**src/exu_pkg.sv**
```systemverilog
package exu_pkg;

   // datapath and register index widths
   localparam int XLEN     = 32;
   localparam int REG_BITS = 5;

   // bl writes its return address here
   localparam logic [REG_BITS-1:0] LINK_REG = 5'd1;

   // major opcodes, inst[31:26]
   localparam logic [5:0] OPC_RGRP = 6'h00;
   localparam logic [5:0] OPC_ADDI = 6'h01;
   localparam logic [5:0] OPC_ANDI = 6'h02;
   localparam logic [5:0] OPC_ORI  = 6'h03;
   localparam logic [5:0] OPC_LU12 = 6'h04;
   localparam logic [5:0] OPC_BEQ  = 6'h10;
   localparam logic [5:0] OPC_BNE  = 6'h11;
   localparam logic [5:0] OPC_BLT  = 6'h12;
   localparam logic [5:0] OPC_BL   = 6'h13;

   // alu select, the R group carries it in func[3:0]
   localparam int ALU_OP_BITS = 4;
   localparam logic [ALU_OP_BITS-1:0] ALU_ADD  = 4'd0;
   localparam logic [ALU_OP_BITS-1:0] ALU_SUB  = 4'd1;
   localparam logic [ALU_OP_BITS-1:0] ALU_AND  = 4'd2;
   localparam logic [ALU_OP_BITS-1:0] ALU_OR   = 4'd3;
   localparam logic [ALU_OP_BITS-1:0] ALU_XOR  = 4'd4;
   localparam logic [ALU_OP_BITS-1:0] ALU_SLT  = 4'd5;
   localparam logic [ALU_OP_BITS-1:0] ALU_SLTU = 4'd6;
   localparam logic [ALU_OP_BITS-1:0] ALU_SLL  = 4'd7;
   localparam logic [ALU_OP_BITS-1:0] ALU_SRL  = 4'd8;
   localparam logic [ALU_OP_BITS-1:0] ALU_SRA  = 4'd9;

   // branch unit select
   localparam int BRU_OP_BITS = 2;
   localparam logic [BRU_OP_BITS-1:0] BRU_BEQ = 2'd0;
   localparam logic [BRU_OP_BITS-1:0] BRU_BNE = 2'd1;
   localparam logic [BRU_OP_BITS-1:0] BRU_BLT = 2'd2;
   localparam logic [BRU_OP_BITS-1:0] BRU_BL  = 2'd3;

   // one instruction word, register form or immediate form
   typedef union packed {
      struct packed {
         logic [5:0]          opcode;
         logic [10:0]         func;
         logic [REG_BITS-1:0] rk;
         logic [REG_BITS-1:0] rj;
         logic [REG_BITS-1:0] rd;
      } r_form;
      struct packed {
         logic [5:0]          opcode;
         logic [15:0]         imm16;
         logic [REG_BITS-1:0] rj;
         logic [REG_BITS-1:0] rd;
      } i_form;
   } inst_word_u;

endpackage

```
**src/exu_if.sv**
```systemverilog
`timescale 1ns/1ps

// register file ports, reads combinational
interface rf_if;
   logic [exu_pkg::REG_BITS-1:0] rs1;
   logic [exu_pkg::REG_BITS-1:0] rs2;
   logic [exu_pkg::XLEN-1:0]     rs1_data;
   logic [exu_pkg::XLEN-1:0]     rs2_data;
   logic                         wen;
   logic [exu_pkg::REG_BITS-1:0] rd;
   logic [exu_pkg::XLEN-1:0]     wdata;

   modport ecl (output rs1, rs2, wen, rd, wdata, input rs1_data, rs2_data);
   modport regfile (input rs1, rs2, wen, rd, wdata, output rs1_data, rs2_data);
endinterface

interface alu_if;
   logic [exu_pkg::XLEN-1:0]        a;
   logic [exu_pkg::XLEN-1:0]        b;
   logic [exu_pkg::ALU_OP_BITS-1:0] op;
   logic [exu_pkg::XLEN-1:0]        res;

   modport ecl (output a, b, op, input res);
   modport alu (input a, b, op, output res);
endinterface

// branch compare, target and link address
interface bru_if;
   logic                            valid;
   logic [exu_pkg::BRU_OP_BITS-1:0] op;
   logic [exu_pkg::XLEN-1:0]        a;
   logic [exu_pkg::XLEN-1:0]        b;
   logic [exu_pkg::XLEN-1:0]        pc;
   logic [exu_pkg::XLEN-1:0]        offset;
   logic                            taken;
   logic [exu_pkg::XLEN-1:0]        target;
   logic [exu_pkg::XLEN-1:0]        link_pc;

   modport ecl (
      output valid, op, a, b, pc, offset,
      input  taken, target, link_pc
   );
   modport bru (
      input  valid, op, a, b, pc, offset,
      output taken, target, link_pc
   );
endinterface

```
**src/exu_alu.sv**
```systemverilog
`timescale 1ns/1ps

module exu_alu (
   alu_if.alu alu
);

   // shift amount from the low bits of b only
   logic [4:0] shamt;

   assign shamt = alu.b[4:0];

   always_comb begin
      case (alu.op)
         exu_pkg::ALU_ADD:  alu.res = alu.a + alu.b;
         exu_pkg::ALU_SUB:  alu.res = alu.a - alu.b;
         exu_pkg::ALU_AND:  alu.res = alu.a & alu.b;
         exu_pkg::ALU_OR:   alu.res = alu.a | alu.b;
         exu_pkg::ALU_XOR:  alu.res = alu.a ^ alu.b;
         exu_pkg::ALU_SLT: begin
            alu.res = {{(exu_pkg::XLEN-1){1'b0}}, $signed(alu.a) < $signed(alu.b)};
         end
         exu_pkg::ALU_SLTU: begin
            alu.res = {{(exu_pkg::XLEN-1){1'b0}}, alu.a < alu.b};
         end
         exu_pkg::ALU_SLL:  alu.res = alu.a << shamt;
         exu_pkg::ALU_SRL:  alu.res = alu.a >> shamt;
         // arithmetic shift keeps the sign
         exu_pkg::ALU_SRA:  alu.res = $unsigned($signed(alu.a) >>> shamt);
         default:           alu.res = '0;
      endcase
   end

endmodule

```
**src/exu_bru.sv**
```systemverilog
`timescale 1ns/1ps

module exu_bru (
   bru_if.bru bru
);

   logic cond;

   always_comb begin
      case (bru.op)
         exu_pkg::BRU_BEQ: cond = (bru.a == bru.b);
         exu_pkg::BRU_BNE: cond = (bru.a != bru.b);
         exu_pkg::BRU_BLT: cond = ($signed(bru.a) < $signed(bru.b));
         // bl always goes
         exu_pkg::BRU_BL:  cond = 1'b1;
         default:          cond = 1'b0;
      endcase
   end

   assign bru.taken = bru.valid & cond;

   // offset arrives sign-extended, in words
   assign bru.target  = bru.pc + {bru.offset[exu_pkg::XLEN-3:0], 2'b00};
   assign bru.link_pc = bru.pc + exu_pkg::XLEN'(4);

endmodule

```
**src/exu_ecl.sv**
```systemverilog
`timescale 1ns/1ps

module exu_ecl (
   input  logic                         clk,
   input  logic                         arst_n,
   input  logic                         valid,
   input  logic [exu_pkg::XLEN-1:0]     pc,
   input  logic [31:0]                  inst,
   rf_if.ecl                            rf,
   alu_if.ecl                           alu,
   bru_if.ecl                           bru,
   output logic                         br_taken,
   output logic [exu_pkg::XLEN-1:0]     brpc,
   output logic [exu_pkg::XLEN-1:0]     wb_pc,
   output logic                         wb_rf_wen,
   output logic [exu_pkg::REG_BITS-1:0] wb_rf_wnum,
   output logic [exu_pkg::XLEN-1:0]     wb_rf_wdata
);

   exu_pkg::inst_word_u d_inst;

   // decode
   logic                            d_known;
   logic                            d_writes;
   logic                            d_is_br;
   logic                            d_use_imm;
   logic                            d_zero_a;
   logic [exu_pkg::ALU_OP_BITS-1:0] d_alu_op;
   logic [exu_pkg::BRU_OP_BITS-1:0] d_bru_op;
   logic [exu_pkg::XLEN-1:0]        d_offset;
   logic [exu_pkg::XLEN-1:0]        d_imm;
   logic [exu_pkg::REG_BITS-1:0]    d_rs1;
   logic [exu_pkg::REG_BITS-1:0]    d_rs2;
   logic [exu_pkg::REG_BITS-1:0]    d_wnum;
   logic [exu_pkg::XLEN-1:0]        d_src1;
   logic [exu_pkg::XLEN-1:0]        d_src2;

   // execute stage
   logic                            e_valid;
   logic                            e_is_br;
   logic                            e_wr;
   logic [exu_pkg::ALU_OP_BITS-1:0] e_alu_op;
   logic [exu_pkg::BRU_OP_BITS-1:0] e_bru_op;
   logic [exu_pkg::XLEN-1:0]        e_a;
   logic [exu_pkg::XLEN-1:0]        e_b;
   logic [exu_pkg::XLEN-1:0]        e_pc;
   logic [exu_pkg::XLEN-1:0]        e_offset;
   logic [exu_pkg::REG_BITS-1:0]    e_rd;
   logic [exu_pkg::XLEN-1:0]        e_result;

   // writeback stage
   logic                            w_wen;
   logic [exu_pkg::REG_BITS-1:0]    w_rd;
   logic [exu_pkg::XLEN-1:0]        w_data;
   logic [exu_pkg::XLEN-1:0]        w_pc;

   assign d_inst   = inst;
   assign d_rs1    = d_inst.r_form.rj;
   assign d_offset = {{(exu_pkg::XLEN-16){d_inst.i_form.imm16[15]}}, d_inst.i_form.imm16};

   always_comb begin
      d_known   = 1'b1;
      d_writes  = 1'b1;
      d_is_br   = 1'b0;
      d_use_imm = 1'b1;
      d_zero_a  = 1'b0;
      d_alu_op  = exu_pkg::ALU_ADD;
      d_bru_op  = exu_pkg::BRU_BEQ;
      d_imm     = d_offset;
      d_rs2     = d_inst.i_form.rd;
      d_wnum    = d_inst.i_form.rd;
      case (d_inst.r_form.opcode)
         exu_pkg::OPC_RGRP: begin
            d_use_imm = 1'b0;
            d_alu_op  = d_inst.r_form.func[exu_pkg::ALU_OP_BITS-1:0];
            d_rs2     = d_inst.r_form.rk;
         end
         exu_pkg::OPC_ADDI: begin
            d_alu_op = exu_pkg::ALU_ADD;
         end
         exu_pkg::OPC_ANDI: begin
            d_alu_op = exu_pkg::ALU_AND;
            d_imm    = {{(exu_pkg::XLEN-16){1'b0}}, d_inst.i_form.imm16};
         end
         exu_pkg::OPC_ORI: begin
            d_alu_op = exu_pkg::ALU_OR;
            d_imm    = {{(exu_pkg::XLEN-16){1'b0}}, d_inst.i_form.imm16};
         end
         // 0 + imm16 in the upper half
         exu_pkg::OPC_LU12: begin
            d_zero_a = 1'b1;
            d_imm    = {d_inst.i_form.imm16, {(exu_pkg::XLEN-16){1'b0}}};
         end
         exu_pkg::OPC_BEQ: begin
            d_is_br   = 1'b1;
            d_writes  = 1'b0;
            d_use_imm = 1'b0;
            d_bru_op  = exu_pkg::BRU_BEQ;
         end
         exu_pkg::OPC_BNE: begin
            d_is_br   = 1'b1;
            d_writes  = 1'b0;
            d_use_imm = 1'b0;
            d_bru_op  = exu_pkg::BRU_BNE;
         end
         exu_pkg::OPC_BLT: begin
            d_is_br   = 1'b1;
            d_writes  = 1'b0;
            d_use_imm = 1'b0;
            d_bru_op  = exu_pkg::BRU_BLT;
         end
         exu_pkg::OPC_BL: begin
            d_is_br   = 1'b1;
            d_use_imm = 1'b0;
            d_bru_op  = exu_pkg::BRU_BL;
            d_wnum    = exu_pkg::LINK_REG;
         end
         // unknown opcode turns into a bubble
         default: begin
            d_known  = 1'b0;
            d_writes = 1'b0;
         end
      endcase
   end

   assign rf.rs1 = d_rs1;
   assign rf.rs2 = d_rs2;

   // bypass, youngest first; e_wr is never set for r0
   assign d_src1 = (e_valid && e_wr && e_rd == d_rs1) ? e_result :
                   (w_wen && w_rd == d_rs1)          ? w_data   : rf.rs1_data;
   assign d_src2 = (e_valid && e_wr && e_rd == d_rs2) ? e_result :
                   (w_wen && w_rd == d_rs2)          ? w_data   : rf.rs2_data;

   always_ff @(posedge clk or negedge arst_n) begin
      if (!arst_n) begin
         e_valid <= 1'b0;
         e_is_br <= 1'b0;
         e_wr    <= 1'b0;
      end else begin
         e_valid <= valid && d_known;
         e_is_br <= d_is_br;
         e_wr    <= d_writes && (d_wnum != '0);
      end
   end

   always_ff @(posedge clk) begin
      e_alu_op <= d_alu_op;
      e_bru_op <= d_bru_op;
      e_a      <= d_zero_a ? '0 : d_src1;
      e_b      <= d_use_imm ? d_imm : d_src2;
      e_pc     <= pc;
      e_offset <= d_offset;
      e_rd     <= d_wnum;
   end

   assign alu.a  = e_a;
   assign alu.b  = e_b;
   assign alu.op = e_alu_op;

   // branches compare the same two operands
   assign bru.valid  = e_valid & e_is_br;
   assign bru.op     = e_bru_op;
   assign bru.a      = e_a;
   assign bru.b      = e_b;
   assign bru.pc     = e_pc;
   assign bru.offset = e_offset;

   assign e_result = (e_is_br && e_bru_op == exu_pkg::BRU_BL) ? bru.link_pc : alu.res;

   assign br_taken = bru.taken;
   assign brpc     = bru.target;

   always_ff @(posedge clk or negedge arst_n) begin
      if (!arst_n) begin
         w_wen <= 1'b0;
      end else begin
         w_wen <= e_valid && e_wr;
      end
   end

   always_ff @(posedge clk) begin
      w_rd   <= e_rd;
      w_data <= e_result;
      w_pc   <= e_pc;
   end

   // write port and debug view share the W register
   assign rf.wen      = w_wen;
   assign rf.rd       = w_rd;
   assign rf.wdata    = w_data;
   assign wb_pc       = w_pc;
   assign wb_rf_wen   = w_wen;
   assign wb_rf_wnum  = w_rd;
   assign wb_rf_wdata = w_data;

endmodule

```
**src/exu_regfile.sv**
```systemverilog
`timescale 1ns/1ps

module exu_regfile (
   input  logic  clk,
   input  logic  arst_n,
   rf_if.regfile rf
);

   // r0 has no storage
   logic [exu_pkg::XLEN-1:0] regs [31:1];

   always_ff @(posedge clk or negedge arst_n) begin
      if (!arst_n) begin
         for (int i = 1; i < 32; i++) begin
            regs[i] <= '0;
         end
      end else if (rf.wen && rf.rd != '0) begin
         regs[rf.rd] <= rf.wdata;
      end
   end

   assign rf.rs1_data = (rf.rs1 == '0) ? '0 : regs[rf.rs1];
   assign rf.rs2_data = (rf.rs2 == '0) ? '0 : regs[rf.rs2];

endmodule

```
**src/exu_top.sv**
```systemverilog
`timescale 1ns/1ps

module exu_top (
   input  logic                         clk,
   input  logic                         arst_n,
   input  logic                         valid,
   input  logic [exu_pkg::XLEN-1:0]     pc,
   input  logic [31:0]                  inst,
   output logic                         br_taken,
   output logic [exu_pkg::XLEN-1:0]     brpc,
   output logic [exu_pkg::XLEN-1:0]     wb_pc,
   output logic                         wb_rf_wen,
   output logic [exu_pkg::REG_BITS-1:0] wb_rf_wnum,
   output logic [exu_pkg::XLEN-1:0]     wb_rf_wdata
);

   rf_if  rf_bus ();
   alu_if alu_bus ();
   bru_if bru_bus ();

   exu_ecl ecl (
      .clk         (clk),
      .arst_n      (arst_n),
      .valid       (valid),
      .pc          (pc),
      .inst        (inst),
      .rf          (rf_bus.ecl),
      .alu         (alu_bus.ecl),
      .bru         (bru_bus.ecl),
      .br_taken    (br_taken),
      .brpc        (brpc),
      .wb_pc       (wb_pc),
      .wb_rf_wen   (wb_rf_wen),
      .wb_rf_wnum  (wb_rf_wnum),
      .wb_rf_wdata (wb_rf_wdata)
   );

   exu_regfile registers (
      .clk    (clk),
      .arst_n (arst_n),
      .rf     (rf_bus.regfile)
   );

   exu_alu alu (
      .alu (alu_bus.alu)
   );

   exu_bru bru (
      .bru (bru_bus.bru)
   );

endmodule

```
**config.mk**
```make
export PLATFORM = sky130hd
export DESIGN_NAME = exu_top
export DESIGN_NICKNAME = d
export VERILOG_FILES = /design/src/exu_pkg.sv /design/src/exu_if.sv /design/src/exu_alu.sv /design/src/exu_bru.sv /design/src/exu_ecl.sv /design/src/exu_regfile.sv /design/src/exu_top.sv
export SDC_FILE = /design/constraint.sdc
export NUM_CORES = 2
export LEC_CHECK = 0
export BUFFER_PORTS_ARGS = -buffer_cell sky130_fd_sc_hd__buf_2
export CAP_MARGIN = 5
export CORE_MARGIN = 10
export CORE_UTILIZATION = 61
export DETAILED_ROUTE_END_ITERATION = 10
export PLACE_DENSITY = 0.76
export RECOVER_POWER = 100
export SKIP_CTS_REPAIR_TIMING = 1
export SYNTH_ARGS = -nofsm -noshare
export SYNTH_HDL_FRONTEND = slang
export SYNTH_HIERARCHICAL = 1
export SYNTH_SLANG_ARGS = --single-unit
```
**constraint.sdc**
```tcl
create_clock -name clk -period 7.25 [get_ports clk]
set_clock_uncertainty 0.1 [all_clocks]
set_input_delay 1.0875 -clock clk [delete_from_list [all_inputs] [get_ports clk]]
set_output_delay 1.0875 -clock clk [all_outputs]
set_load 0.01 [all_outputs]
```
==> results by group <==
CTS
  • TritonCTS buffer count: 130
  • Max clock buf depth: 3
  • CTS tree: done
  • Clock root buffer: clkbuf_16
  • Clock slew at reported path FFs: 60 ps
  • CTS Sinks: 1,188
  • Max H-tree Level: 4
  • Clock latency at the later pin of the worst-skew pair: 790 ps

Layout
  • Fillers: 8,884
  • Final #Nets: 6,076
  • Synth-to-layout area growth: 6.42%
  • Reg area: 28,800 um2
  • Multi-input logic area: 39,100 um2
  • Most frequent cells in the layout: mux2_2, dfrtp_1, mux2i_1
  • Commonest non-fill, non-tap cell in the layout: mux2_2
  • Layout cells sized above 1: 0.304

Floorplan
  • Die boundary height: 364 um
  • Row cnt: 126
  • Die Area: 132,000 um2
  • Initial core utilization: 0.612
  • Die width: 364 um
  • Core Area: 118,000 um2
  • Io pins: 170

STA
  • Slew Limit Headroom: -2.27
  • Max frequency: 160 MHz
  • Final Hold Fails: 0
  • RSZ-0062 raised after global routing: false
  • Slew @ Worst Pin: 4900 ps
  • Setup violations, final: 0
  • Max Slew Vio Count: 1,433
  • Tmin final: 6250 ps
  • Final TNS setup: 0 ps
  • Final period util: 0.862
  • Min Hold Slack: 297 ps

Setup path
  • Startpoint Class: input pin
  • Required @ worst endpoint: 7790 ps
  • Critical path class: input pin to register
  • Arrival @ worst endpoint: 6790 ps
  • Max Fanout on Critical Path: 68
  • Worst setup EP type: register

Route
  • Initial DRC count: 8,181
  • Vias/cell: 7.41
  • DRT Pass-1 Iters: 8
  • Via count: 55.6k
  • Residual DRC: 0
  • Post-DR wirelength/cell: 34.9 um
  • Drt total wl: 261 mm
  • ANT nets after route: 0

Global routing
  • Tot GR Track Use: 0.387
  • Initial antenna violation count: 17
  • Vias in the first global route: 54.4k
  • Pin count of the biggest net entering global routing: 169
  • First-pass GRT wire length: 378 mm
  • Grt ovf: 0

Yosys
  • Synth Cell Area: 72,000 um2
  • Post-synthesis net count: 6,321
  • Warnings from Yosys: 6
  • Synthesized area per cell: 11.8 um2
  • Mapped Cells: 6,092

Run status
  • Status: finished with violations
  • Failing checks: max-capacitance violations, max-slew violations

Worst hold path
  • Worst Hold Class: input pin to register

Placed design
  • # port buffers: 169
  • DP HPWL: 167 mm
  • GPL Wtd Cong: 1.03

Flow run
  • Max Cap Viol: 47

Power
  • Worst vdd ir: 0.000251 V
  • Leak Pwr: 34.9 nW
  • Total power: 16.9 mW
  • PwrDens: 220 nW/um2
==> metal layers <==
layer / part of all wire / wire, um / GRT usage / vias up
met3: 0.13 / 35200 / 0.146 / 1071
met1: 0.37 / 97000 / 0.499 / 28100
met4: 0.075 / 19500 / 0.236 / 18
li1: - / - / - / 22300
met2: 0.42 / 110000 / 0.549 / 4042
met5: 0.00054 / 142 / 0 / -
==> flip-flops by register name, indices dropped and copies added, names as in the netlist <==
name            flops
ecl/alu.b          32
ecl/e_valid         1
ecl/rf.rd           5
ecl/e_rd            5
ecl/bru.pc         32
ecl/e_is_br         1
ecl/wb_pc          32
ecl/rf.wen          1
ecl/rf.wdata       32
ecl/alu.op          4
ecl/e_wr            1
ecl/bru.offset     16
registers/regs    992
ecl/bru.op          2
ecl/alu.a          32
==> where the power goes <==
part	switching, mW	internal, mW	total (mW)
Combinational	1.83	0.813	2.64
Clock	2.83	4.25	7.07
Sequential	0.371	6.77	7.14
==> final timing paths <==
kind / start / endpoint / slack (ps) / cells after the start
max: inst[30] / ecl/alu.b[3] / 1000 / 13
min: pc[9] / ecl/bru.pc[9] / 300 / 1
max reg2reg: ecl/alu.b[1] / ecl/alu.a[31] / 1220 / 14
min reg2reg: ecl/e_rd[3] / ecl/rf.rd[3] / 310 / 0
max in group asynchronous: arst_n / registers/regs[548] / 1680 / 2
min in group asynchronous: arst_n / registers/regs[492] / 1980 / 1
==> metrics by stage <==
step	util	instance area, um2	std cells	setup slack [ps]
after floorplan	-	72000	6092	3080
after global placement	0.617	72500	7251	1960
after detailed placement	0.617	72500	7251	1870
after CTS	0.656	77100	7490	2080
after global routing	0.652	76600	7491	991
final	0.652	76600	7499	1000
==> worst max-delay path, cell delays in order <==
cell	delay (ps)
clkbuf_1	190
nor4_4	480
nand2_1	180
mux2i_1	150
clkbuf_1	300
inv_6	710
nor2b_1	1950
buf_4	590
a22oi_1	140
a21oi_1	190
a221oi_1	140
mux2i_1	420
o211ai_1	140
==> final cells by class <==
type | count | area share
diodes | 9 | 0.000294
repair buffers | 311 | 0.0229
inverters | 142 | 0.00712
clock inverters | 42 | 0.00862
well taps | 1536 | 0.0251
clock buffers | 197 | 0.0510
multi-input cells | 4074 | 0.510
flip-flops and latches | 1188 | 0.375
Note: power is estimated with default switching activity, not from simulation.
